## src/hw/io_map_pkg.sv

```systemverilog
package io_map_pkg;

	localparam int IO_ADDR_W = 16;
	localparam int SEL_COUNT = 22;

	// Bit positions in the select vector
	localparam int
		SEL_IDE0       = 0,  SEL_IDE1       = 1,
		SEL_JOY        = 2,  SEL_FDD        = 3,
		SEL_DMA_MASTER = 4,  SEL_DMA_PAGE   = 5,
		SEL_DMA_SLAVE  = 6,  SEL_PIC_MASTER = 7,
		SEL_PIC_SLAVE  = 8,  SEL_PIT        = 9,
		SEL_PS2_IO     = 10, SEL_PS2_CTL    = 11,
		SEL_RTC        = 12, SEL_FM         = 13,
		SEL_SB         = 14, SEL_UART1      = 15,
		SEL_UART2      = 16, SEL_MPU        = 17,
		SEL_VGA_B      = 18, SEL_VGA_C      = 19,
		SEL_VGA_D      = 20, SEL_SYSCTL     = 21;

	// IDE channels have a task-file block and a separate control pair
	localparam logic [IO_ADDR_W-1:0]
		IDE0_BASE  = 16'h01F0, IDE0_CTL   = 16'h03F6,
		IDE1_BASE  = 16'h0170, IDE1_CTL   = 16'h0376,
		JOY_BASE   = 16'h0201, FDD_BASE   = 16'h03F0,
		DMA_MASTER_BASE = 16'h00C0, DMA_PAGE_BASE  = 16'h0080,
		DMA_SLAVE_BASE  = 16'h0000, PIC_MASTER_BASE = 16'h0020,
		PIC_SLAVE_BASE  = 16'h00A0, PIT_BASE   = 16'h0040,
		PIT_PORT_B = 16'h0061, PS2_IO_BASE = 16'h0060,
		PS2_CTL_BASE = 16'h0090, RTC_BASE  = 16'h0070,
		FM_BASE    = 16'h0388, SB_BASE    = 16'h0220,
		UART1_BASE = 16'h03F8, UART2_BASE = 16'h02F8,
		MPU_BASE   = 16'h0330, VGA_B_BASE = 16'h03B0,
		VGA_C_BASE = 16'h03C0, VGA_D_BASE = 16'h03D0,
		SYSCTL_BASE = 16'h8888;

	// Low address bits ignored by each range
	localparam int
		IDE0_LOW = 3, IDE0_CTL_LOW = 1,
		IDE1_LOW = 3, IDE1_CTL_LOW = 1,
		JOY_LOW = 0, FDD_LOW = 3,
		DMA_MASTER_LOW = 5, DMA_PAGE_LOW = 4,
		DMA_SLAVE_LOW = 4, PIC_MASTER_LOW = 1,
		PIC_SLAVE_LOW = 1, PIT_LOW = 2,
		PS2_IO_LOW = 3, PS2_CTL_LOW = 4,
		RTC_LOW = 1, FM_LOW = 2,
		SB_LOW = 4, UART1_LOW = 3,
		UART2_LOW = 3, MPU_LOW = 1,
		VGA_B_LOW = 4, VGA_C_LOW = 4,
		VGA_D_LOW = 4, SYSCTL_LOW = 0;

	// Splits the IDE control pair from the data ports
	localparam int IDE_CTL_BIT = 9;

endpackage

```

## src/hw/sys_cfg_pkg.sv

```systemverilog
package sys_cfg_pkg;

	// Bus widths
	localparam int DATA_W = 32;
	localparam int BYTE_W = 8;
	localparam int SIZE_W = 3;

	// Data size codes
	localparam logic [SIZE_W-1:0] SIZE_WORD = 3'd2;
	localparam int SIZE_DWORD_BIT = 2;

	// System control port
	localparam logic [BYTE_W-1:0] SYSCFG_RESET = 8'hA2;
	localparam logic [BYTE_W-1:0] SYSCFG_KEY   = 8'hA1;

	// Floating bus on unmapped ports
	localparam logic [BYTE_W-1:0] READ_IDLE = 8'hFF;

endpackage

```

## src/hw/io_sel_if.sv

```systemverilog
interface io_sel_if
	import io_map_pkg::*, sys_cfg_pkg::*;
();

	// Bus cycle as seen by the port blocks
	logic [IO_ADDR_W-1:0] address;
	logic                 read;
	logic                 write;
	logic [SIZE_W-1:0]    datasize;
	logic [DATA_W-1:0]    writedata;

	// One registered select per port range
	logic [SEL_COUNT-1:0] sel;

	modport decoder (
		output address,
		output read,
		output write,
		output datasize,
		output writedata,
		output sel
	);

	modport ctl (
		input address,
		input read,
		input write,
		input datasize,
		input writedata,
		input sel
	);

	modport reader (
		input address,
		input read,
		input write,
		input datasize,
		input writedata,
		input sel
	);

endinterface

```

## src/hw/io_port_decoder.sv

```systemverilog
module io_port_decoder
	import io_map_pkg::*, sys_cfg_pkg::*;
(
	input  logic                 clk_sys,
	input  logic                 reset,
	input  logic [IO_ADDR_W-1:0] bus_address,
	input  logic                 bus_read,
	input  logic                 bus_write,
	input  logic [SIZE_W-1:0]    bus_datasize,
	input  logic [DATA_W-1:0]    bus_writedata,
	io_sel_if.decoder            bus,
	output logic [SEL_COUNT-1:0] dev_sel
);

	logic [SEL_COUNT-1:0] hit;
	logic [SEL_COUNT-1:0] sel_q;

	function automatic logic in_range(
		input logic [IO_ADDR_W-1:0] addr,
		input logic [IO_ADDR_W-1:0] base,
		input int                   low
	);
		logic [IO_ADDR_W-1:0] mask;
		mask = {IO_ADDR_W{1'b1}} << low;
		return (addr & mask) == base;
	endfunction

	always_comb begin
		hit = '0;
		hit[SEL_IDE0] = in_range(bus_address, IDE0_BASE, IDE0_LOW) ||
			in_range(bus_address, IDE0_CTL, IDE0_CTL_LOW);
		hit[SEL_IDE1] = in_range(bus_address, IDE1_BASE, IDE1_LOW) ||
			in_range(bus_address, IDE1_CTL, IDE1_CTL_LOW);
		hit[SEL_JOY]        = in_range(bus_address, JOY_BASE, JOY_LOW);
		// Top of the floppy block belongs to the IDE0 control pair
		hit[SEL_FDD]        = in_range(bus_address, FDD_BASE, FDD_LOW) &&
			!in_range(bus_address, IDE0_CTL, IDE0_CTL_LOW);
		hit[SEL_DMA_MASTER] = in_range(bus_address, DMA_MASTER_BASE, DMA_MASTER_LOW);
		hit[SEL_DMA_PAGE]   = in_range(bus_address, DMA_PAGE_BASE, DMA_PAGE_LOW);
		hit[SEL_DMA_SLAVE]  = in_range(bus_address, DMA_SLAVE_BASE, DMA_SLAVE_LOW);
		hit[SEL_PIC_MASTER] = in_range(bus_address, PIC_MASTER_BASE, PIC_MASTER_LOW);
		hit[SEL_PIC_SLAVE]  = in_range(bus_address, PIC_SLAVE_BASE, PIC_SLAVE_LOW);
		// Speaker gate at port B belongs to the timer alone
		hit[SEL_PIT] = in_range(bus_address, PIT_BASE, PIT_LOW) ||
			(bus_address == PIT_PORT_B);
		hit[SEL_PS2_IO]  = in_range(bus_address, PS2_IO_BASE, PS2_IO_LOW) &&
			(bus_address != PIT_PORT_B);
		hit[SEL_PS2_CTL] = in_range(bus_address, PS2_CTL_BASE, PS2_CTL_LOW);
		hit[SEL_RTC]     = in_range(bus_address, RTC_BASE, RTC_LOW);
		hit[SEL_FM]      = in_range(bus_address, FM_BASE, FM_LOW);
		hit[SEL_SB]      = in_range(bus_address, SB_BASE, SB_LOW);
		hit[SEL_UART1]   = in_range(bus_address, UART1_BASE, UART1_LOW);
		hit[SEL_UART2]   = in_range(bus_address, UART2_BASE, UART2_LOW);
		hit[SEL_MPU]     = in_range(bus_address, MPU_BASE, MPU_LOW);
		hit[SEL_VGA_B]   = in_range(bus_address, VGA_B_BASE, VGA_B_LOW);
		hit[SEL_VGA_C]   = in_range(bus_address, VGA_C_BASE, VGA_C_LOW);
		hit[SEL_VGA_D]   = in_range(bus_address, VGA_D_BASE, VGA_D_LOW);
		hit[SEL_SYSCTL]  = in_range(bus_address, SYSCTL_BASE, SYSCTL_LOW);
	end

	always_ff @(posedge clk_sys) begin
		if (reset)
			sel_q <= '0;
		else
			sel_q <= hit;
	end

	assign dev_sel = sel_q;
	assign bus.sel = sel_q;

	assign bus.address   = bus_address;
	assign bus.read      = bus_read;
	assign bus.write     = bus_write;
	assign bus.datasize  = bus_datasize;
	assign bus.writedata = bus_writedata;

endmodule

```

## src/hw/sys_ctl_port.sv

```systemverilog
module sys_ctl_port
	import io_map_pkg::*, sys_cfg_pkg::*;
(
	input  logic              clk_sys,
	input  logic              reset,
	io_sel_if.ctl             bus,
	output logic [BYTE_W-1:0] syscfg
);

	logic first_access;
	logic disk_hit;
	logic key_write;

	assign disk_hit = bus.sel[SEL_IDE0] | bus.sel[SEL_IDE1] | bus.sel[SEL_FDD];

	// Word write with the key in the upper byte
	assign key_write = bus.write && bus.sel[SEL_SYSCTL] &&
		(bus.datasize == SIZE_WORD) &&
		(bus.writedata[2*BYTE_W-1:BYTE_W] == SYSCFG_KEY);

	always_ff @(posedge clk_sys) begin
		if (reset) begin
			syscfg       <= SYSCFG_RESET;
			first_access <= 1'b1;
		end else if (disk_hit && first_access) begin
			// Boot default is dropped once the OS touches a disk
			syscfg       <= '0;
			first_access <= 1'b0;
		end else if (key_write) begin
			syscfg       <= bus.writedata[BYTE_W-1:0];
			first_access <= 1'b0;
		end
	end

endmodule

```

## src/hw/io_read_path.sv

```systemverilog
module io_read_path
	import io_map_pkg::*, sys_cfg_pkg::*;
(
	input  logic              clk_sys,
	input  logic              reset,
	io_sel_if.reader          bus,
	input  logic [BYTE_W-1:0] fdd_readdata,
	input  logic [BYTE_W-1:0] dma_readdata,
	input  logic [BYTE_W-1:0] pic_readdata,
	input  logic [BYTE_W-1:0] pit_readdata,
	input  logic [BYTE_W-1:0] ps2_readdata,
	input  logic [BYTE_W-1:0] rtc_readdata,
	input  logic [BYTE_W-1:0] sound_readdata,
	input  logic [BYTE_W-1:0] uart1_readdata,
	input  logic [BYTE_W-1:0] uart2_readdata,
	input  logic [BYTE_W-1:0] mpu_readdata,
	input  logic [BYTE_W-1:0] vga_readdata,
	input  logic [BYTE_W-1:0] joy_readdata,
	input  logic [DATA_W-1:0] ide0_readdata,
	input  logic [DATA_W-1:0] ide1_readdata,
	input  logic              ide0_nodata,
	input  logic              ide1_nodata,
	output logic [DATA_W-1:0] bus_readdata,
	output logic              bus_io32,
	output logic              bus_wait,
	output logic              ide0_read,
	output logic              ide1_read
);

	logic [SEL_COUNT-1:0] s;
	logic [BYTE_W-1:0]    byte_data;
	logic                 ide_reg_zero;
	logic [1:0]           ide_sel;
	logic [1:0]           ide_nodata;
	logic [1:0]           ide_wait;

	assign s = bus.sel;

	always_comb begin
		if (s[SEL_FDD])
			byte_data = fdd_readdata;
		else if (s[SEL_DMA_MASTER] || s[SEL_DMA_SLAVE] || s[SEL_DMA_PAGE])
			byte_data = dma_readdata;
		else if (s[SEL_PIC_MASTER] || s[SEL_PIC_SLAVE])
			byte_data = pic_readdata;
		else if (s[SEL_PIT])
			byte_data = pit_readdata;
		else if (s[SEL_PS2_IO] || s[SEL_PS2_CTL])
			byte_data = ps2_readdata;
		else if (s[SEL_RTC])
			byte_data = rtc_readdata;
		else if (s[SEL_SB] || s[SEL_FM])
			byte_data = sound_readdata;
		else if (s[SEL_UART1])
			byte_data = uart1_readdata;
		else if (s[SEL_UART2])
			byte_data = uart2_readdata;
		else if (s[SEL_MPU])
			byte_data = mpu_readdata;
		else if (s[SEL_VGA_B] || s[SEL_VGA_C] || s[SEL_VGA_D])
			byte_data = vga_readdata;
		else if (s[SEL_JOY])
			byte_data = joy_readdata;
		else
			byte_data = READ_IDLE;
	end

	// IDE words win over every byte source
	assign bus_readdata = s[SEL_IDE0] ? ide0_readdata :
		s[SEL_IDE1] ? ide1_readdata :
		{{(DATA_W-BYTE_W){1'b0}}, byte_data};

	assign bus_io32 = ((s[SEL_IDE0] | s[SEL_IDE1]) & ~bus.address[IDE_CTL_BIT]) |
		s[SEL_SYSCTL];

	// Data register of the task file
	assign ide_reg_zero = !bus.address[IDE_CTL_BIT] && (bus.address[IDE0_LOW-1:0] == '0);

	assign ide_sel    = {s[SEL_IDE1], s[SEL_IDE0]};
	assign ide_nodata = {ide1_nodata, ide0_nodata};

	// Hold the read open until the drive has data
	always_ff @(posedge clk_sys) begin
		for (int i = 0; i < 2; i++) begin
			if (reset || !ide_nodata[i])
				ide_wait[i] <= 1'b0;
			else if (bus.read && ide_sel[i] && ide_reg_zero)
				ide_wait[i] <= 1'b1;
		end
	end

	assign bus_wait  = |ide_wait;
	assign ide0_read = (bus.read & ide_sel[0]) | ide_wait[0];
	assign ide1_read = (bus.read & ide_sel[1]) | ide_wait[1];

endmodule

```

## src/hw/isa_io_fabric.sv

```systemverilog
module isa_io_fabric
	import io_map_pkg::*, sys_cfg_pkg::*;
(
	input  logic                 clk_sys,
	input  logic                 reset,
	input  logic [IO_ADDR_W-1:0] bus_address,
	input  logic                 bus_read,
	input  logic                 bus_write,
	input  logic [SIZE_W-1:0]    bus_datasize,
	input  logic [DATA_W-1:0]    bus_writedata,
	input  logic [BYTE_W-1:0]    fdd_readdata,
	input  logic [BYTE_W-1:0]    dma_readdata,
	input  logic [BYTE_W-1:0]    pic_readdata,
	input  logic [BYTE_W-1:0]    pit_readdata,
	input  logic [BYTE_W-1:0]    ps2_readdata,
	input  logic [BYTE_W-1:0]    rtc_readdata,
	input  logic [BYTE_W-1:0]    sound_readdata,
	input  logic [BYTE_W-1:0]    uart1_readdata,
	input  logic [BYTE_W-1:0]    uart2_readdata,
	input  logic [BYTE_W-1:0]    mpu_readdata,
	input  logic [BYTE_W-1:0]    vga_readdata,
	input  logic [BYTE_W-1:0]    joy_readdata,
	input  logic [DATA_W-1:0]    ide0_readdata,
	input  logic [DATA_W-1:0]    ide1_readdata,
	input  logic                 ide0_nodata,
	input  logic                 ide1_nodata,
	output logic [SEL_COUNT-1:0] dev_sel,
	output logic [DATA_W-1:0]    bus_readdata,
	output logic                 bus_io32,
	output logic                 bus_wait,
	output logic                 ide0_read,
	output logic                 ide1_read,
	output logic [BYTE_W-1:0]    syscfg
);

	io_sel_if io_bus ();

	io_port_decoder decoder (
		.clk_sys       (clk_sys),
		.reset         (reset),
		.bus_address   (bus_address),
		.bus_read      (bus_read),
		.bus_write     (bus_write),
		.bus_datasize  (bus_datasize),
		.bus_writedata (bus_writedata),
		.bus           (io_bus),
		.dev_sel       (dev_sel)
	);

	sys_ctl_port ctl_port (
		.clk_sys (clk_sys),
		.reset   (reset),
		.bus     (io_bus),
		.syscfg  (syscfg)
	);

	io_read_path read_path (
		.clk_sys        (clk_sys),
		.reset          (reset),
		.bus            (io_bus),
		.fdd_readdata   (fdd_readdata),
		.dma_readdata   (dma_readdata),
		.pic_readdata   (pic_readdata),
		.pit_readdata   (pit_readdata),
		.ps2_readdata   (ps2_readdata),
		.rtc_readdata   (rtc_readdata),
		.sound_readdata (sound_readdata),
		.uart1_readdata (uart1_readdata),
		.uart2_readdata (uart2_readdata),
		.mpu_readdata   (mpu_readdata),
		.vga_readdata   (vga_readdata),
		.joy_readdata   (joy_readdata),
		.ide0_readdata  (ide0_readdata),
		.ide1_readdata  (ide1_readdata),
		.ide0_nodata    (ide0_nodata),
		.ide1_nodata    (ide1_nodata),
		.bus_readdata   (bus_readdata),
		.bus_io32       (bus_io32),
		.bus_wait       (bus_wait),
		.ide0_read      (ide0_read),
		.ide1_read      (ide1_read)
	);

endmodule

```

## config.mk

```make
export PLATFORM = sky130hd
export DESIGN_NAME = isa_io_fabric
export DESIGN_NICKNAME = d
export VERILOG_FILES = /design/src/hw/io_map_pkg.sv /design/src/hw/sys_cfg_pkg.sv /design/src/hw/io_sel_if.sv /design/src/hw/io_port_decoder.sv /design/src/hw/sys_ctl_port.sv /design/src/hw/io_read_path.sv /design/src/hw/isa_io_fabric.sv
export SDC_FILE = /design/constraint.sdc
export NUM_CORES = 1
export LEC_CHECK = 0
export BUFFER_PORTS_ARGS = -buffer_cell sky130_fd_sc_hd__buf_2
export CORE_MARGIN = 2
export CORE_UTILIZATION = 26
export DETAILED_ROUTE_END_ITERATION = 16
export HOLD_SLACK_MARGIN = 0.05
export SYNTH_ARGS = -nofsm -noshare
export SYNTH_HDL_FRONTEND = slang
export SYNTH_SLANG_ARGS = --single-unit
```

## constraint.sdc

```tcl
create_clock -name clk_sys -period 1.9 [get_ports clk_sys]
set_input_delay 0.095 -clock clk_sys [delete_from_list [all_inputs] [get_ports clk_sys]]
set_output_delay 0.095 -clock clk_sys [all_outputs]
set_load 0.02 [all_outputs]
```

# Word level (Yosys, flattened, before mapping)
# Cells that the tools add are included.
op_classes:
  div: 0
  bitwise_logic: 9
  addsub: 0
  n_reduce_logical: 32
  magnitude_cmp: 0
  shift: 0
  n_mul: 0
  eq_ne: 27
  mux: 18
op_table:
  columns: ["operator", "count"]
  rows:
  - ["two-way mux 8 bit", 14]
  - ["two-way mux 32 bit", 2]
  - ["equality test 12 x 6 -> 1 bit, second input constant", 4]
  - ["equality test 15 x 9 -> 1 bit, second input constant", 3]
  - ["equality test 13 x 7 -> 1 bit, second input constant", 3]
  - ["equality test 13 x 6 -> 1 bit, second input constant", 2]
  - ["equality test 12 x 4 -> 1 bit, second input constant", 2]
  - ["equality test 16 x 10 -> 1 bit, second input constant", 1]
  - ["equality test 16 bit, second input constant", 1]
  - ["equality test 16 x 7 -> 1 bit, second input constant", 1]
  - ["zero test 16 bit", 1]
  - ["!= test 16 x 7 -> 1 bit, second input constant", 1]
  - ["equality test 15 x 5 -> 1 bit, second input constant", 1]
  - ["equality test 15 x 6 -> 1 bit, second input constant", 1]
  - ["equality test 15 x 7 -> 1 bit, second input constant", 1]
  - ["equality test 14 x 5 -> 1 bit, second input constant", 1]
  - ["equality test 14 x 8 -> 1 bit, second input constant", 1]
  - ["equality test 13 x 4 -> 1 bit, second input constant", 1]
  - ["logical OR 1 bit", 12]
  - ["equality test 11 x 3 -> 1 bit, second input constant", 1]
  - ["logical AND 1 bit", 11]
  - ["equality test 8 bit, second input constant", 1]
  - ["OR 1 bit", 5]
  - ["zero test 1 bit", 4]
  - ["other kinds (7)", 11]
word_totals:
  mem_bits_ro: 0
  regBits: 33
  word_cells: 92
  output_inout_bits: 66
  inputBits: 217
  memories: 0
  mem_bits_rw: 0
  latch_bits: 0

# Depth between registers and ports, before layout
logic_depth:
  ltp_word: 15
  ltp_mapped: 6

# Cells and area by module
# Synthesis repeated with hierarchy kept, for this count alone.
unflattened:
  hier_cells: 445
  area_unflattened_um2: 3311.9
modules_own_cells:
  columns: ["module", "instances", "cells_per_inst", "seq_area_each_um2", "area_per_inst_um2"]
  rows:
  - ["io_read_path", 1, 240, 40.0, 1483.9]
  - ["io_port_decoder", 1, 160, 440.4, 1372.6]
  - ["sys_ctl_port", 1, 45, 180.2, 455.4]

# Least setup slack after synthesis
# Ideal clock, no wire load.
synth_timing:
  path_type: "reg-to-output"
  from: "register decoder.sel_q[6], in the netlist decoder.bus.sel[6]"
  to: "output port bus_readdata[0]"
  path_slack_ps: -110
  path_buffers: 2
  arrival_time_ps: 1915
  path_stages_with_launch: 7
  cell_sequence: "dfxtp_1 > or3_1 > clkbuf_1 > and4b_1 > clkbuf_1 > o2111ai_1 > o211ai_1"
synth_between:
  elab_chain_len: 6
synth_lines:
  columns: ["item", "line", "text"]
  rows:
  - ["start: declaration", "io_port_decoder.sv:16", "logic [SEL_COUNT-1:0] sel_q;"]
  - ["start signal: assignment", "io_port_decoder.sv:65", "sel_q <= hit;"]
  - ["logical OR 1 bit (2 in a row)", "io_read_path.sv:42", "else if (s[SEL_DMA_MASTER] || s[SEL_DMA_SLAVE] || s[SEL_DMA_PAGE])"]
  - ["two-way mux 8 bit", "io_read_path.sv:42", null]
  - ["two-way mux 8 bit", "io_read_path.sv:40", "if (s[SEL_FDD])"]
  - ["two-way mux 32 bit", "io_read_path.sv:70", "s[SEL_IDE1] ? ide1_readdata :"]
  - ["two-way mux 32 bit", "io_read_path.sv:69", "assign bus_readdata = s[SEL_IDE0] ? ide0_readdata :"]
  - ["end: declaration", "isa_io_fabric.sv:28", "output logic [DATA_W-1:0] bus_readdata,"]
# Every way passes these cells.

# Worst setup path in the final report
# Ends and elaborated chain as after synthesis.

==> flow_summary.ini <==
[global_route]
use_met3 = 0.0233
met1_usage = 0.270
antenna_found_initial = 0
gr-total-overflow = 0
grt_max_degree = 27
grt_pass1_wl_um = 19400
track_usage = 0.207
use_met2 = 0.358
busiest_layer = met2
grt_pass1_vias = 3847

[layout]
nFillCells = 1113
post-route-util = 0.430
multi_input_area_sq_um = 2090
seq_area_sq_um = 662
num-nets-final = 848
fin_area_sq_um = 4640
n_antenna_cell = 0
syn2layout_area_growth_pct = 61.7
drive_gt1_frac = 0.503

[place]
io_buffers = 266
dp_hpwl_um = 10700
dpl_cell_area_sq_um = 4410
pre_cts_slack_ns = -0.223
gp_congestion = 0.886

[clock_network]
htreeDepth = 2
clock_latency_ns = 0.28
clkSinkCount = 33
postCtsSetupRepairBufs = 0
cts_tree = built
root_buffer = clkbuf_8
cts_buffers = 5
clkSlewWorstSetupHoldPaths_ns = 0.07
cts_buffer_depth = 2

[power]
p_total_mw = 1.50
max-vdd-ir-drop_mv = 0.442
leakage_nw = 2.29
powerDensity_nw_per_um2 = 324

[worst_setup_path]
cp.arrival_ns = 1.97
path_class = flop to output port
cp-end-kind = output port
cp_slowest_cell = or3_4
worst_setup_path_start_kind = flop
critPathMaxFanout = 8
critPathMaxStageDelay_ns = 0.38
worstPathCellList = or3_4 > and4b_1 > buf_6 > o2111ai_2 > o211ai_1 > buf_4
required_ns = 1.80

[die]
fp-row-count = 38
floorplan.initialDensity = 0.266
die_area_sq_um = 11900
die_y_um = 109
ioPinCount = 283
core_area_sq_um = 10800
dieWidth_um = 109

[detailed_routing]
drc = 0
dr.pass1.iters = 5
ant_nets = 0
drt-vias-per-instance = 5.21
totalWireLength_um = 13300
drt_iter0_markers = 189
vias = 4025
post_drt_wl_per_cell_um = 17.3

[logic_synthesis]
yosysSeqAreaShare = 0.230
synth.area.top_cells = dfxtp_1 (23%), a22o_1 (7.0%), a221o_1 (5.6%)
synth_cell_type_count = 44
syn_avg_cell_area_sq_um = 7.77
synth_nets = 586
yosysWarningCount = 0
synthesis.area_sq_um = 2870
synthFlopType = dfxtp_1
synthCells = 369
synth-seq-cells = 33
synth_top_area_share = 0.230
ys_async_sr_fraction = 0
synth_area_leader_cell = dfxtp_1
synth_edf_count = 0

[hold_path]
hp-class = input port to flop

[sta]
final_max_slew_viol_count = 0
period_share = 1.09
timing.fmax_mhz = 485
min_period_ns = 2.06
tightest_slew_ns = 0.570
max-slew-margin-rel = 0.617
timing.hold.ws_ns = 0.0594
setup_violations = 8
hold_violations = 0
finalClockSkew_ns = 0.00661
rsz0062_at_grt = yes
layout_setup_ws_ns = -0.163

[job]
drv_cap = 0

[run_status]
outcome = finished, violations left
violations = setup timing
[state kept, by name (all words and copies together) (netlist names)]
register / cells
ctl_port.first_access: 1
ctl_port.syscfg: 8
decoder.bus.sel: 22
read_path.ide_wait: 2
[worst paths after layout]
path,startpoint,endpoint,slack (ns),depth (start not counted)
max,decoder.bus.sel[6]$_SDFF_PP0_,bus_readdata[0],-0.16,6
min,bus_writedata[2],ctl_port.syscfg[2]$_SDFFE_PP0P_,0.06,3
max reg2reg,decoder.bus.sel[1]$_SDFF_PP0_,ctl_port.syscfg[3]$_SDFFE_PP0P_,0.52,4
min reg2reg,ctl_port.first_access$_SDFFE_PP1P_,ctl_port.first_access$_SDFFE_PP1P_,0.47,2
[cell usage in the layout (no fill, tap or decap), drive strengths merged, types with 10 or more instances in the layout]
master / netlist / routed
a21oi: 16 / 16
dfxtp: 33 / 33
nand3b: 17 / 17
buf: 6 / 284
inv: 26 / 26
nor2: 28 / 28
a221o: 16 / 16
nand2: 15 / 15
a22o: 23 / 23
mux2i: 16 / 16
nor4: 10 / 10
nand2b: 22 / 22
a21o: 10 / 10
[critical path: cells and delay by family, from the launching register on]
family / cells / cell delay (ns)
AND/OR/NAND/NOR: 2 / 0.67
buffers and inverters: 2 / 0.35
AO/OA/AOI/OAI: 2 / 0.35
flip-flops: 1 / 0.31
[area by class of cell]
cell class / instances / share of cell area
Multi-Input combinational cell: 278 / 0.450
Timing Repair Buffer: 287 / 0.330
Sequential cell: 33 / 0.143
Tap cell: 140 / 0.0378
Inverter: 26 / 0.0210
Clock buffer: 6 / 0.0156
Clock inverter: 2 / 0.00216
[synthesized netlist by cell type (2+ instances only)]
cell	n
nor3b_1	9
nand2_1	15
or4_1	2
o2111ai_1	8
nand3b_1	17
or2_2	4
a221oi_1	8
nand4b_1	2
nor3_1	7
o21a_1	8
a22o_1	23
clkbuf_1	26
buf_1	4
nand2b_1	22
o211ai_1	8
nor2_1	28
buf_2	2
o21bai_1	5
or3_1	4
a32oi_1	8
inv_1	26
dfxtp_1	33
nand3_1	8
nor4_1	10
a21oi_1	16
a211oi_1	8
mux2i_1	16
a221o_1	16
a21o_1	10
nor4bb_1	2
[power by group]
group	switching, mW	leakage, nW	internal (mW)	total, mW
combinational	0.131	1.98	0.175	0.306
sequential	0.0000423	0.266	0.692	0.692
clock	0.249	0.0450	0.254	0.503
total	0.380	2.29	1.12	1.50
[cells by family (layout without fill, tap and decap cells)]
group / count (synthesis) / in the layout / share of synthesized area
flip-flops: 33 / 33 / 0.230
multiplexers: 16 / 16 / 0.0558
buffers and inverters: 58 / 321 / 0.0768
AO/OA/AOI/OAI: 124 / 124 / 0.356
AND/OR/NAND/NOR: 138 / 138 / 0.281
[metal layers]
layer / vias to the layer above / part of all wire
li1: 1939 / -
met1: 1883 / 0.42
met2: 185 / 0.49
met3: 18 / 0.068
met4: 0 / 0.021
met5: - / 0
[per-stage QoR]
stage	TNS (ns)	cells
after global placement	-0.539	761
after floorplan	-0.145	369
after global routing	-1.75	772
after CTS	-0.964	772
after detailed placement	-0.763	761
final	-0.996	772
[repair_timing]
action	4_1_cts	5_1_grt
resized for setup	22	4
hold endpoints to repair	3	0
hold buffers	3	0
pin swaps	7	1
setup endpoints to repair	8	9
Power figures use the tool's default switching activity.
